**config.mk**
```make
export PLATFORM = sky130hd
export DESIGN_NAME = ti_adc_core
export DESIGN_NICKNAME = d
export VERILOG_FILES = /design/src/common/ti_adc_pkg.sv /design/src/rtl/wb_cfg_regs.sv /design/src/rtl/sample_distributor.sv /design/src/adc_slice/adc_slice.sv /design/src/rtl/frame_assembler.sv /design/src/rtl/ti_adc_core.sv
export SDC_FILE = /design/constraint.sdc
export NUM_CORES = 1
export LEC_CHECK = 0
export BUFFER_PORTS_ARGS = -buffer_cell sky130_fd_sc_hd__buf_2
export CAP_MARGIN = 10
export CORE_UTILIZATION = 52
export CTS_CLUSTER_DIAMETER = 100
export DETAILED_ROUTE_END_ITERATION = 8
export PLACE_DENSITY = 0.79
export SLEW_MARGIN = 25
export SYNTH_ARGS = -nofsm -noshare
export SYNTH_HDL_FRONTEND = slang
export SYNTH_SLANG_ARGS = --single-unit
```
**constraint.sdc**
```tcl
create_clock -name clk_adc -period 5.4 [get_ports clk_adc]
set_clock_uncertainty 0.05 [all_clocks]
set_input_delay 0 -clock clk_adc [delete_from_list [all_inputs] [get_ports clk_adc]]
set_output_delay 0 -clock clk_adc [all_outputs]
set_load 0.01 [all_outputs]
```
**src/common/ti_adc_pkg.sv**
```systemverilog
package ti_adc_pkg;

    // core sizes
    localparam int NTI   = 4;   // interleaved slices
    localparam int NADC  = 7;   // magnitude bits
    localparam int WB_AW = 3;   // word address bits
    localparam int WB_DW = 16;

    typedef logic signed [7:0] sample_t;   // input sample code
    typedef logic signed [7:0] offset_t;   // per-slice trim
    typedef logic signed [8:0] diff_t;     // sample minus trim, full range
    typedef logic [NADC-1:0]   mag_t;
    typedef logic [1:0]        slot_t;
    typedef logic [15:0]       frame_cnt_t;
    typedef logic [WB_AW-1:0]  wb_adr_t;
    typedef logic [WB_DW-1:0]  wb_dat_t;

    // full-scale magnitude
    localparam mag_t MAG_MAX = '1;

    // distributor to slice
    typedef struct packed {
        logic    valid;
        sample_t sample;
    } slice_in_t;

    // slice to assembler
    typedef struct packed {
        logic valid;
        logic sign;   // 1 when sample >= offset
        mag_t mag;
    } slice_out_t;

    // register map
    localparam wb_adr_t REG_CTRL     = 3'd0;
    localparam wb_adr_t REG_OFS_BASE = 3'd1;   // one word per slice
    localparam wb_adr_t REG_FRAMES   = 3'd5;

endpackage

```
**src/rtl/wb_cfg_regs.sv**
```systemverilog
`timescale 1ns/1ps

module wb_cfg_regs (
    input  logic                                      clk_adc,
    input  logic                                      rst_i,
    input  logic                                      wb_cyc_i,
    input  logic                                      wb_stb_i,
    input  logic                                      wb_we_i,
    input  ti_adc_pkg::wb_adr_t                       wb_adr_i,
    input  ti_adc_pkg::wb_dat_t                       wb_dat_i,
    output ti_adc_pkg::wb_dat_t                       wb_dat_o,
    output logic                                      wb_ack_o,
    input  logic                                      frame_valid_i,
    output logic                                      core_en_o,
    output logic [ti_adc_pkg::NTI-1:0]                slice_en_o,
    output ti_adc_pkg::offset_t [ti_adc_pkg::NTI-1:0] slice_ofs_o
);
    import ti_adc_pkg::*;

    logic       wb_req;
    frame_cnt_t frame_cnt;
    wb_dat_t    rd_data;

    // new request only while no ack is out
    assign wb_req = wb_cyc_i & wb_stb_i & ~wb_ack_o;

    always_ff @(posedge clk_adc) begin
        if (rst_i) begin
            wb_ack_o    <= 1'b0;
            core_en_o   <= 1'b0;
            slice_en_o  <= '1;   // all slices on
            slice_ofs_o <= '0;
        end else begin
            wb_ack_o <= wb_req;
            if (wb_req && wb_we_i) begin
                if (wb_adr_i == REG_CTRL) begin
                    core_en_o  <= wb_dat_i[0];
                    slice_en_o <= wb_dat_i[NTI:1];
                end
                for (int k = 0; k < NTI; k++) begin
                    if (wb_adr_i == wb_adr_t'(REG_OFS_BASE + k)) begin
                        slice_ofs_o[k] <= offset_t'(wb_dat_i[7:0]);
                    end
                end
            end
        end
    end

    // completed frames, wraps
    always_ff @(posedge clk_adc) begin
        if (rst_i) begin
            frame_cnt <= '0;
        end else if (frame_valid_i) begin
            frame_cnt <= frame_cnt + 1'b1;
        end
    end

    // read mux, unmapped words stay zero
    always_comb begin
        rd_data = '0;
        if (wb_adr_i == REG_CTRL) begin
            rd_data = wb_dat_t'({slice_en_o, core_en_o});
        end
        if (wb_adr_i == REG_FRAMES) begin
            rd_data = wb_dat_t'(frame_cnt);
        end
        for (int k = 0; k < NTI; k++) begin
            if (wb_adr_i == wb_adr_t'(REG_OFS_BASE + k)) begin
                rd_data = wb_dat_t'({slice_ofs_o[k]});   // zero extended
            end
        end
    end

    always_ff @(posedge clk_adc) begin
        if (wb_req) begin
            wb_dat_o <= rd_data;   // valid with ack
        end
    end

endmodule

```
**src/rtl/sample_distributor.sv**
```systemverilog
`timescale 1ns/1ps

module sample_distributor (
    input  logic                                        clk_adc,
    input  logic                                        rst_i,
    input  logic                                        core_en_i,
    input  ti_adc_pkg::sample_t                         rx_sample_i,
    input  logic                                        rx_valid_i,
    output ti_adc_pkg::slice_in_t [ti_adc_pkg::NTI-1:0] slice_in_o
);
    import ti_adc_pkg::*;

    slot_t          slot_q;     // next slice to feed
    logic           accept;
    logic [NTI-1:0] valid_q;    // one-hot or zero
    sample_t        sample_q;

    // no back-pressure, dropped while disabled
    assign accept = core_en_i & rx_valid_i;

    always_ff @(posedge clk_adc) begin
        if (rst_i) begin
            slot_q  <= '0;
            valid_q <= '0;
        end else begin
            valid_q <= '0;
            if (!core_en_i) begin
                slot_q <= '0;
            end else if (rx_valid_i) begin
                valid_q[slot_q] <= 1'b1;
                slot_q <= (slot_q == slot_t'(NTI - 1)) ? '0 : slot_q + 1'b1;
            end
        end
    end

    always_ff @(posedge clk_adc) begin
        if (accept) begin
            sample_q <= rx_sample_i;
        end
    end

    // only the addressed slice sees valid
    always_comb begin
        for (int k = 0; k < NTI; k++) begin
            slice_in_o[k].valid  = valid_q[k];
            slice_in_o[k].sample = sample_q;
        end
    end

endmodule

```
**src/adc_slice/adc_slice.sv**
```systemverilog
`timescale 1ns/1ps

module adc_slice (
    input  logic                   clk_adc,
    input  logic                   rst_i,
    input  logic                   en_slice_i,
    input  ti_adc_pkg::offset_t    ofs_i,
    input  ti_adc_pkg::slice_in_t  slice_in_i,
    output ti_adc_pkg::slice_out_t slice_out_o
);
    import ti_adc_pkg::*;

    diff_t                     diff;
    logic [$bits(diff_t)-1:0]  abs_diff;
    logic                      sign_next;
    mag_t                      mag_next;
    logic                      valid_q;
    logic                      sign_q;
    mag_t                      mag_q;

    // offset trim, sign extended to 9 bits
    assign diff = diff_t'(slice_in_i.sample) - diff_t'(ofs_i);

    always_comb begin
        sign_next = ~diff[$bits(diff_t)-1];      // zero counts as positive
        abs_diff  = diff[$bits(diff_t)-1] ? -diff : diff;
        if (|abs_diff[$bits(diff_t)-1:NADC]) begin
            mag_next = MAG_MAX;                  // clip at full scale
        end else begin
            mag_next = abs_diff[NADC-1:0];
        end
    end

    always_ff @(posedge clk_adc) begin
        if (rst_i) begin
            valid_q <= 1'b0;
        end else begin
            valid_q <= slice_in_i.valid;
        end
    end

    // disabled slice still answers so frames complete
    always_ff @(posedge clk_adc) begin
        if (slice_in_i.valid) begin
            sign_q <= en_slice_i & sign_next;
            mag_q  <= en_slice_i ? mag_next : '0;
        end
    end

    assign slice_out_o = '{valid: valid_q, sign: sign_q, mag: mag_q};

endmodule

```
**src/rtl/frame_assembler.sv**
```systemverilog
`timescale 1ns/1ps

module frame_assembler (
    input  logic                                         clk_adc,
    input  logic                                         rst_i,
    input  ti_adc_pkg::slice_out_t [ti_adc_pkg::NTI-1:0] slice_out_i,
    output ti_adc_pkg::mag_t [ti_adc_pkg::NTI-1:0]       adder_out_o,
    output logic [ti_adc_pkg::NTI-1:0]                   sign_out_o,
    output logic                                         frame_valid_o
);
    import ti_adc_pkg::*;

    mag_t [NTI-1:0] mag_q;       // slot storage for the frame in progress
    logic [NTI-1:0] sign_q;
    mag_t [NTI-1:0] mag_next;
    logic [NTI-1:0] sign_next;
    logic           frame_done;

    // last slot closes the frame
    assign frame_done = slice_out_i[NTI-1].valid;

    // stored slots merged with this cycle's results
    always_comb begin
        for (int k = 0; k < NTI; k++) begin
            if (slice_out_i[k].valid) begin
                mag_next[k]  = slice_out_i[k].mag;
                sign_next[k] = slice_out_i[k].sign;
            end else begin
                mag_next[k]  = mag_q[k];
                sign_next[k] = sign_q[k];
            end
        end
    end

    always_ff @(posedge clk_adc) begin
        mag_q  <= mag_next;
        sign_q <= sign_next;
    end

    // output frame held until the next one
    always_ff @(posedge clk_adc) begin
        if (frame_done) begin
            adder_out_o <= mag_next;
            sign_out_o  <= sign_next;
        end
    end

    always_ff @(posedge clk_adc) begin
        if (rst_i) begin
            frame_valid_o <= 1'b0;
        end else begin
            frame_valid_o <= frame_done;   // single cycle
        end
    end

endmodule

```
**src/rtl/ti_adc_core.sv**
```systemverilog
`timescale 1ns/1ps

module ti_adc_core (
    input  logic                                   clk_adc,
    input  logic                                   rst_i,
    input  ti_adc_pkg::sample_t                    rx_sample_i,
    input  logic                                   rx_valid_i,
    input  logic                                   wb_cyc_i,
    input  logic                                   wb_stb_i,
    input  logic                                   wb_we_i,
    input  ti_adc_pkg::wb_adr_t                    wb_adr_i,
    input  ti_adc_pkg::wb_dat_t                    wb_dat_i,
    output ti_adc_pkg::wb_dat_t                    wb_dat_o,
    output logic                                   wb_ack_o,
    output ti_adc_pkg::mag_t [ti_adc_pkg::NTI-1:0] adder_out_o,
    output logic [ti_adc_pkg::NTI-1:0]             sign_out_o,
    output logic                                   frame_valid_o
);
    import ti_adc_pkg::*;

    logic                  core_en;
    logic [NTI-1:0]        slice_en;
    offset_t [NTI-1:0]     slice_ofs;
    slice_in_t [NTI-1:0]   slice_in;
    slice_out_t [NTI-1:0]  slice_out;

    // control and status registers
    wb_cfg_regs u_regs (
        .clk_adc       (clk_adc),
        .rst_i         (rst_i),
        .wb_cyc_i      (wb_cyc_i),
        .wb_stb_i      (wb_stb_i),
        .wb_we_i       (wb_we_i),
        .wb_adr_i      (wb_adr_i),
        .wb_dat_i      (wb_dat_i),
        .wb_dat_o      (wb_dat_o),
        .wb_ack_o      (wb_ack_o),
        .frame_valid_i (frame_valid_o),
        .core_en_o     (core_en),
        .slice_en_o    (slice_en),
        .slice_ofs_o   (slice_ofs)
    );

    sample_distributor u_dist (   // first-level sampler
        .clk_adc     (clk_adc),
        .rst_i       (rst_i),
        .core_en_i   (core_en),
        .rx_sample_i (rx_sample_i),
        .rx_valid_i  (rx_valid_i),
        .slice_in_o  (slice_in)
    );

    // interleaved conversion slices
    for (genvar k = 0; k < NTI; k++) begin : iADC
        adc_slice iADC (
            .clk_adc     (clk_adc),
            .rst_i       (rst_i),
            .en_slice_i  (slice_en[k]),
            .ofs_i       (slice_ofs[k]),
            .slice_in_i  (slice_in[k]),
            .slice_out_o (slice_out[k])
        );
    end

    frame_assembler u_asm (
        .clk_adc       (clk_adc),
        .rst_i         (rst_i),
        .slice_out_i   (slice_out),
        .adder_out_o   (adder_out_o),
        .sign_out_o    (sign_out_o),
        .frame_valid_o (frame_valid_o)
    );

endmodule

```
Word-level counts from Yosys, hierarchy flattened

Index checks and enable logic that the tools add are counted.

Flip-flop bits (word level): 185
Word-level logic and storage cells: 108

Bitwise logic cells: 14
$lt $le $gt $ge: 2
Eq/ne operators: 6
Reduce and logical (&&, ||, !) cells: 15
Multiplexer cells: 25
Add/subtract/negate cells: 10

Operator list:

| kind                                                                         | number |
|---|---|
| 7-bit 2-to-1 mux                                                             | 8 |
| 9-bit 2-to-1 mux                                                             | 4 |
| 9-bit negator                                                                | 4 |
| 8-bit by 8-bit subtractor with 9-bit output                                  | 4 |
| 8-bit 2-to-1 mux                                                             | 4 |
| 16-bit by 1-bit adder with 16-bit output, second input constant              | 1 |
| 16-bit 2-to-1 mux                                                            | 1 |
| 2-bit AND reduction                                                          | 5 |
| 2-bit OR reduction                                                           | 5 |
| 1-bit AND                                                                    | 7 |
| 1-bit inverter                                                               | 7 |
| 3-bit by 2-bit == test with 1-bit output, second input constant              | 2 |
| 3-bit == test, second input constant                                         | 2 |
| 1-bit 2-to-1 mux                                                             | 5 |
| 5-bit 2-to-1 mux                                                             | 1 |
| 4-bit OR reduction                                                           | 1 |
| 3-bit by 1-bit == test with 1-bit output, second input constant              | 1 |
| 3-bit logical NOT                                                            | 1 |
| 2-bit by 3-bit less-than comparator with 1-bit output, second input constant | 1 |
| 3-bit OR reduction                                                           | 1 |
| 2-bit by 1-bit adder with 2-bit output, second input constant                | 1 |
| 1-bit demux with 2-bit select                                                | 1 |
| 2-bit == test, second input constant                                         | 1 |
| 2-bit by 1-bit >= comparator with 1-bit output, second input constant        | 1 |
| other kinds (2)                                                              | 3 |

Logic depth before layout (Yosys ltp)

Gate-level depths: netlist of the first run.

Word-level depth: 7
Mapped depth: 11
Depth with buffers taken out: 11

Cells and area by module

Synthesis of the first run repeated with hierarchy kept, for this count alone.

Cells, all modules: 890
Area, all modules: 9,915.8 µm²

By module, submodules not included:

| module                       | area each (µm²) | instances | cells each | seq. area each (µm²) |
|---|---|---|---|---|
| wb_cfg_regs                  | 3,032.9         | 1         | 296        | 1,561.5 |
| frame_assembler              | 2,153.3         | 1         | 102        | 1,621.6 |
| adc_slice (iADC[2].iADC ...) | 1,061.0         | 2         | 115        | 260.2 |
| adc_slice (iADC[1].iADC)     | 988.4           | 1         | 103        | 260.2 |
| adc_slice (iADC[0].iADC)     | 935.9           | 1         | 102        | 260.2 |
| sample_distributor           | 683.2           | 1         | 57         | 360.3 |

Worst setup path before layout of the first run

No wires, ideal clock.

Path kind: register to register
From: reg u_dist.sample_q[0]
To: reg iADC[3].iADC.mag_q[6] (data pin)
Library setup time: 0.261 ns
Cell stages (with the launch flop): 11
Period minus slack after synthesis: 3.000 ns
Data required time: 5.089 ns
Data arrival time: 2.689 ns
Slack: 2.400 ns
Cell sequence: edfxtp_1 > inv_1 > ha_1 > inv_1 > fa_1 > a211oi_1 > o21bai_1 > and2_1 > a2111oi_0 > mux2_2 > o311a_1

Word-level cells in the longest chain between the ends: 5

Ends and longest elaborated chain:

| item                                          | line                     | RTL |
|---|---|---|
| start: declaration                            | sample_distributor.sv:16 | `sample_t sample_q;` |
| start signal: assignment                      | sample_distributor.sv:38 | `sample_q <= rx_sample_i;` |
| 8-bit by 8-bit subtractor with 9-bit output * | adc_slice.sv:22          | `assign diff = diff_t'(slice_in_i.sample) - diff_t'(ofs_i);` |
| 9-bit negator                                 | adc_slice.sv:26          | `abs_diff = diff[$bits(diff_t)-1] ? -diff : diff;` |
| 9-bit 2-to-1 mux *                            | adc_slice.sv:26          |  |
| 2-bit OR reduction                            | adc_slice.sv:27          | `if (\|abs_diff[$bits(diff_t)-1:NADC]) begin` |
| 7-bit 2-to-1 mux *                            | adc_slice.sv:27          |  |
| end signal: assignment                        | adc_slice.sv:46          | `mag_q <= en_slice_i ? mag_next : '0;` |
| end: declaration                              | adc_slice.sv:19          | `mag_t mag_q;` |

Mark *: on every way between the ends. The rest lies on a longest branch, timed or not.
A chain may end at the register's enable or synchronous reset.

Final worst setup path of the first run

Ends and elaborated chain as after synthesis.

==> metrics.md, run 1 <==
| Metric | Value |
|---|---|
| Slowest Stage Delay on Critical Path | `roughly 460 ps` |
| Int Pwr | `around 2.2 mW` |
| CP delay by family, top | `compound AO/OA/AOI/OAI gates` |
| Compound-cell area share of the yosys netlist | `12.8%` |
| Setup ws final | `between 2000 and 2500 ps` |
| Ports | `83` |
| Pleak | `~4.2 nW` |
| Max Cap Viol | `0` |
| WL/cell | `about 17 um` |
| Sw Ratio | `between 20 and 25%` |
| Slew @ Worst Pin | `about 1000 ps` |
| Grt total ovfl | `0` |
| Initial antenna violation count | `0` |
| Core ar. | `17,400 um^2` |
| Comb power frac | `under 10%` |
| Clock power frac | `between 40% and 50%` |
| Hold Worst Slack | `~67 ps` |
| Post-Synth Simple-Gate Area | `roughly 15%` |
| CP startpoint kind | `register` |
| Switching pwr | `around 650 uW` |
| Final #Nets | `~1,000` |
| GRT busiest layer | `met2` |
| Count of flip-flops with a built-in enable after synthesis | `88` |
| Worst-path maximum fanout | `4` |
| 1st-iter DRT viols | `approximately 520` |
| Final setup violation count | `0` |
| Vias in the first global route | `~6,500` |
| Rows | `48` |
| CP Capture Type | `register` |
| Drc violations | `0` |
| Synthesized flop and latch total | `approximately 190` |
| Post-Place Worst Slack | `2070 ps` |
| Seq/Total Area, Yosys | `about half` |
| Final worst-path cycle share | `61.9%` |
| Met3 Usage GRT | `roughly 3.6%` |
| Cell Chain, Critical Path | `inv_1, ha_1, inv_1, fa_1, a211oi_1, o21bai_1, and2_1, a2111oi_0, mux2_2, o311a_1` |
| Share of layout cells above drive strength 1 | `around 17%` |
| Synth Cell Area | `slightly above 9000 um^2` |
| Syn_area_per_cell | `around 11 um^2` |
| Slew HR | `between 30% and 40%` |
| Synth Warn # | `0` |
| Max Freq | `about 300 MHz` |
| Final setup TNS | `0 ps` |
| RSZ-0062 raised after global routing | `false` |
| Starting Density | `between 50 and 60%` |
| Via count | `slightly below 7,000` |
| Worst Path Arrival | `3480 ps` |
| Reg2Reg Depth | `10` |
| H-tree depth | `4` |
| Vias/cell | `about 5.7` |
| Slew Limit Fails | `0` |
| Antenna cells | `0` |
| Die ar. | `18,400 um^2` |
| First-pass iteration count of the detailed router | `5` |
| CP bufs+invs | `2` |
| Reg power frac | `51.3%` |
| Area contributors post-synth | `edfxtp_1, dfxtp_1, ha_1` |
| Synth cell types | `74` |
| Final hold vios | `0` |
| Global-route wire length before repair | `around 33,000 um` |
| Worst VDD drop | `approximately 0.23 mV` |
| PostCTS Resize Cnt | `0` |
| Mux contribution to synthesized area | `under 10%` |
| Reg clk slew, reported paths | `80 ps` |
| Hold path depth | `2` |
| Worst path depth | `10` |
| CP most frequent cell | `inv_1` |
| Synth top area share | `about 28%` |
| Post-synth top area cell | `edfxtp_1` |
| ANT nets after route | `0` |
| DIE HEIGHT | `about 140 um` |
| Port Buffers | `between 70 and 80` |
| Bufs on Longest Clock Path | `2` |
| WP data required | `between 5000 and 6000 ps` |
| Clk sink count | `roughly 190` |
| CP max stage cell | `a2111oi_0` |
| Area growth syn-to-layout | `14.8%` |
| Xor and xnor fraction of the mapped netlist area | `between 3 and 4%` |
| Most common flop cell mapped by yosys | `dfxtp_1` |
| Gr usage total | `between 20 and 25%` |
| Syn Nets | `approximately 950` |
| Met2 Track Usage GR | `a little under two fifths` |
| Worst Setup Path Type | `reg -> reg` |
| Final instance area | `between 10,000 and 15,000 um^2` |
| Tmin final | `approximately 3300 ps` |
| CTS tree | `yes` |
| Largest family of logic cells by synthesized area | `simple AND/OR/NAND/NOR gates` |
| Post-Syn Instances | `868` |
| HP Class | `in -> reg` |
| Setup repair bufs after CTS | `0` |
| Adder-cell share of the synthesized area | `approximately 6.4%` |
| Routed wire length | `20,000 um` |
| Post-DP HPWL | `14,300 um` |
| Post-Place Cell Area | `between 9000 and 10,000 um^2` |
| Die width | `between 100 and 150 um` |
| Fill count | `roughly 1,400` |
| Routability congestion estimate | `just under 0.9` |
| Synth async-reset ratio | `0%` |
| Number of buffers created by CTS | `17` |
| PD cells | `269 nW/um^2` |
| Grt met1 use | `about 31%` |
| Status | `finished clean` |
| Worst-Skew Late Latency | `between 400 and 500 ps` |
| Largest net degree at the start of global routing | `around 60` |
| Root buffer cell | `clkbuf_16` |
[state kept, by name, summed over array words and instances, names as in the netlist]
name and count:
u_regs.core_en_o 1, u_dist.sample_q 8, u_dist.slot_q 2, u_asm.sign_out_o 4
iADC.iADC.mag_q 28, u_regs.frame_cnt 16, u_asm.sign_q 4, u_regs.slice_en_o 4
u_regs.slice_ofs_o 32, u_asm.frame_valid_o 1, iADC.iADC.valid_q 4, iADC.iADC.sign_q 4
u_dist.valid_q 4, u_asm.mag_q 28, u_regs.wb_ack_o 1, u_regs.wb_dat_o 16
u_asm.adder_out_o 28
[power groups by stage]
stage / sequential, mW / clock [mW] / combinational [mW]
3_5_place_dp: 1.50 / 0 / 0.106
5_1_grt: 1.47 / 1.35 / 0.129
6_report: 1.47 / 1.28 / 0.118
3_3_place_gp: 1.50 / 0 / 0.104
4_1_cts: 1.47 / 1.30 / 0.118
2_1_floorplan: 1.51 / 0 / 0.0660
[path summary, 6_finish.rpt]
check / start / to / slack, ps
min reg2reg: u_regs.wb_ack_o / u_regs.wb_ack_o / 410
min: wb_adr_i[1] / u_regs.wb_dat_o[7] / 70
max reg2reg: u_dist.sample_q[0] / iADC[3].iADC.mag_q[6] / 2050
max: u_dist.sample_q[0] / iADC[3].iADC.mag_q[6] / 2050
[cells by family (layout without fill, tap and decap cells)]
kind of cell	Yosys count	in the layout
AO/OA/AOI/OAI	166	166
XOR/XNOR	41	41
adder cells (fa/ha/maj)	45	45
buffers and inverters	78	181
flip-flops	185	185
multiplexers	80	80
AND/OR/NAND/NOR	273	273
[metrics by stage]
step / power [mW] / utilization (%) / std cells
after global placement: 1.61 / 56.9 / 1145
after detailed placement: 1.61 / 56.9 / 1145
final: 2.87 / 61.5 / 1196
after floorplan: 1.57 / - / 868
after CTS: 2.89 / 61.5 / 1196
after global routing: 2.95 / 61.5 / 1196
[routing by layer]
layer | routed length, um | vias to the layer above
met3 | 821 | 28
met2 | 9480 | 165
met5 | 0 | -
met1 | 9340 | 3231
met4 | 386 | 0
li1 | - | 3373
[Yosys cell counts (6+ instances only)]
cell / number
and3_1: 23
o311a_1: 9
o211ai_1: 9
dfxtp_1: 97
a211oi_1: 9
a31oi_1: 8
mux2_2: 36
nand2_1: 40
and2_1: 12
edfxtp_1: 88
a21o_1: 8
xor2_1: 21
a21oi_1: 26
ha_1: 41
clkbuf_1: 18
a211o_1: 6
nor3_1: 11
nor4_1: 6
nand3_1: 14
nor2_1: 99
o21ai_0: 30
xnor2_1: 20
o22ai_1: 10
inv_1: 53
o21a_1: 8
mux2i_1: 43
nor2b_1: 18
a221oi_1: 6
[cells in the final DEF, fill, tap and decap left out, types with 10 or more instances in the layout]
cell           instances
o21ai_0               30
clkbuf_16             17
o22ai_1               10
mux2i_1               43
and2_1                12
nor2b_1               18
buf_2                 74
mux2_2                36
and3_1                23
a21oi_1               26
xnor2_1               20
dfxtp_1               96
edfxtp_1              88
nand3_1               14
nand2_1               40
nor3_1                11
dlygate4sd3_1         19
xor2_1                21
inv_1                 53
nor2_1                99
ha_1                  41
[final cells by class]
| cell class | count | area [um^2] | area share [%] |
|---|---|---|---|
| sequential | 185 | 4590 | 43.0 |
| timing repair buffer | 95 | 576 | 5.39 |
| inverter | 54 | 203 | 1.90 |
| clock inverter | 15 | 180 | 1.69 |
| tap | 225 | 282 | 2.64 |
| clock buffer | 17 | 425 | 3.99 |
| multi-input combinational | 605 | 4420 | 41.4 |
[repair_timing]
item,in CTS,in global routing
hold endpoints to repair,52,0
endpoints found under the setup margin,0,0
hold buffers,19,0
Note: power is estimated with default switching activity, not from simulation.
==> run 2: changes to the inputs <==
--- a/config.mk
+++ b/config.mk
@@ -10,7 +10,7 @@
 export CORE_UTILIZATION = 52
 export CTS_CLUSTER_DIAMETER = 100
 export DETAILED_ROUTE_END_ITERATION = 8
-export PLACE_DENSITY = 0.79
+export PLACE_DENSITY = 0.82
 export SLEW_MARGIN = 25
 export SYNTH_ARGS = -nofsm -noshare
 export SYNTH_HDL_FRONTEND = slang
==> constraint.sdc (replaced) <==
create_clock -name clk_adc -period 2.9 [get_ports clk_adc]
set_clock_uncertainty 0.05 [all_clocks]
set_input_delay 0 -clock clk_adc [delete_from_list [all_inputs] [get_ports clk_adc]]
set_output_delay 0 -clock clk_adc [all_outputs]
set_load 0.01 [all_outputs]
==> metrics.md, run 2 (synthesis gave the netlist of run 1 again) <==
| Metric | Value |
|---|---|
| Share of layout cells above drive strength 1 | `29.4% (+13 points)` |
| Slew HR | `39.6% (+6.5 points)` |
| Worst-path maximum fanout | `3 (-1)` |
| Rows | `48 (unchanged)` |
| Via count | `7,626 (+12%)` |
| Worst-Skew Late Latency | `450 ps (about the same)` |
| DP Cell Count | `1,201 (+4.9%)` |
| CP startpoint kind | `register` |
| Max Freq | `313 MHz (+4.7%)` |
| HP Class | `in -> reg` |
| Reg power frac | `52.2% (+0.9 points)` |
| Setup ws final | `-294 ps (-2350 ps)` |
| Initial antenna violation count | `0 (unchanged)` |
| CP Capture Type | `register` |
| Die ar. | `18,400 um^2 (unchanged)` |
| Final setup violation count | `25 (+25)` |
| Tmin final | `3190 ps (-151 ps)` |
| Int Pwr | `4.10 mW (+85%)` |
| Flop2flop setup slack | `-290 ps (-2350 ps)` |
| ANT nets after route | `0 (unchanged)` |
| Final cell count without fillers | `1,268 (+6.0%)` |
| Bufs on Longest Clock Path | `2 (unchanged)` |
| Status | `finished, violations left` |
| Worst Path Arrival | `3330 ps (-150 ps)` |
| WP data required | `3040 ps (-2500 ps)` |
| Post-Place Worst Slack | `-152 ps (-2220 ps)` |
| Comb power frac | `5.0% (+0.9 points)` |
| WL/cell | `18.9 um (+13%)` |
| H-tree depth | `4 (unchanged)` |
| Final worst-path cycle share | `110% (+48 points)` |
| Reg clk slew, reported paths | `70 ps (about the same)` |
| Gr usage total | `24.6% (+1.6 points)` |
| Most flop-heavy register | `u_regs.slice_ofs_o` |
| Grt total ovfl | `0 (unchanged)` |
| CP most frequent cell | `inv_2` |
| Global-route wire length before repair | `34,700 um (+6.3%)` |
| First-pass iteration count of the detailed router | `5 (unchanged)` |
| Ports | `83 (unchanged)` |
| Final hold vios | `0 (unchanged)` |
| Number of buffers created by CTS | `17 (unchanged)` |
| RSZ-0062 raised after global routing | `true` |
| Failing checks | `setup timing` |
| DIE HEIGHT | `136 um (unchanged)` |
| Final setup TNS | `-3500 ps (-3500 ps)` |
| Slowest Stage Delay on Critical Path | `530 ps (+70 ps)` |
| Fill count | `1,180 (-16%)` |
| Routability congestion estimate | `0.887 (-0.30%)` |
| Starting Density | `53.6% (unchanged)` |
| Slew Limit Fails | `0 (unchanged)` |
| Clk sink count | `185 (unchanged)` |
| Vias/cell | `6.01 (+5.8%)` |
| Antenna cells | `0 (unchanged)` |
| Max Cap Viol | `0 (unchanged)` |
| Slew @ Worst Pin | `901 ps (-94.6 ps)` |
| Hold Worst Slack | `47.2 ps (-20.2 ps)` |
| Most frequent cells in the layout | `nor2_1, dfxtp_1, edfxtp_1` |
| Cell Chain, Critical Path | `inv_2, buf_6, ha_4, inv_2, fa_2, xnor2_1, and3_4, mux2_4, and4b_1, or4_1, and4_1` |
| CP bufs+invs | `3 (+1)` |
| Worst VDD drop | `0.432 mV (+85%)` |
| Clock power frac | `42.8% (-1.7 points)` |
| Vias in the first global route | `6,983 (+7.7%)` |
| Port Buffers | `74 (unchanged)` |
| 1st-iter DRT viols | `776 (+48%)` |
| Routed wire length | `23,900 um (+20%)` |
| CTS tree | `yes` |
| Die width | `136 um (unchanged)` |
| CP delay by family, top | `simple AND/OR/NAND/NOR gates` |
| Largest net degree at the start of global routing | `35 (-43%)` |
| Drc violations | `0 (unchanged)` |
| PD cells | `447 nW/um^2 (+66%)` |
| Worst Setup Path Type | `reg -> reg` |
| Area growth syn-to-layout | `26.5%` |
| Max FFs per register | `32 (unchanged)` |
| Switching pwr | `1.16 mW (+78%)` |
| Post-DP HPWL | `14,800 um (+3.5%)` |
| Pleak | `4.64 nW (+11%)` |
| Core ar. | `17,400 um^2 (unchanged)` |
| Root buffer cell | `clkbuf_16` |
| Sw Ratio | `22.1% (-0.68 points)` |
| Final #Nets | `1,108 (+6.9%)` |
| CP max stage cell | `or4_1` |
==> run 2: metrics by stage <==
stage | instance area (um^2) | utilization [%] | total power, mW
floorplan | 9310 | - | 2.93
global placement | 10300 | 59.4 | 3.01
detailed placement | 10300 | 59.4 | 3.01
CTS | 11200 | 64.5 | 5.25
global route | 11800 | 67.8 | 5.40
finish | 11800 | 67.8 | 5.26
==> run 2: what timing repair did <==
action | in CTS | in global routing
pin swaps | 7 | 40
gates cloned | 0 | 0
setup buffers | 4 | 12
gates resized for setup | 22 | 93
hold buffers | 19 | 0
hold endpoints to repair | 52 | 0
setup endpoints to repair | 24 | 28
==> run 2: final cells by class <==
type | count | area, um^2 | share of cell area [%]
clock buffer | 24 | 514 | 4.37
clock inverter | 8 | 56.3 | 0.479
inverter | 54 | 203 | 1.72
multi-input combinational | 605 | 4960 | 42.2
sequential | 185 | 4590 | 39.0
tap | 225 | 282 | 2.39
timing repair buffer | 167 | 1160 | 9.85
==> run 2: power by group through the flow <==
stage               registers [mW]  clock network, mW  logic, mW
floorplan                     2.81                  0      0.123
global placement              2.80                  0      0.204
detailed placement            2.80                  0      0.208
CTS                           2.74               2.27      0.234
global route                  2.74               2.37      0.281
finish                        2.75               2.25      0.262
==> run 2: routing by layer <==
metal	global-route usage (%)	part of all wire (%)
met5	0	0
met1	30.7	40
met3	5.72	7.1
met4	10.4	3.5
met2	40.7	50
==> run 2: final timing paths <==
check,depth (start not counted),startpoint,to
min reg2reg,1,u_regs.wb_ack_o,u_regs.wb_ack_o
max reg2reg,11,u_dist.sample_q[0],iADC[1].iADC.mag_q[1]
min,2,rst_i,u_regs.frame_cnt[7]
max,11,u_dist.sample_q[0],iADC[1].iADC.mag_q[1]
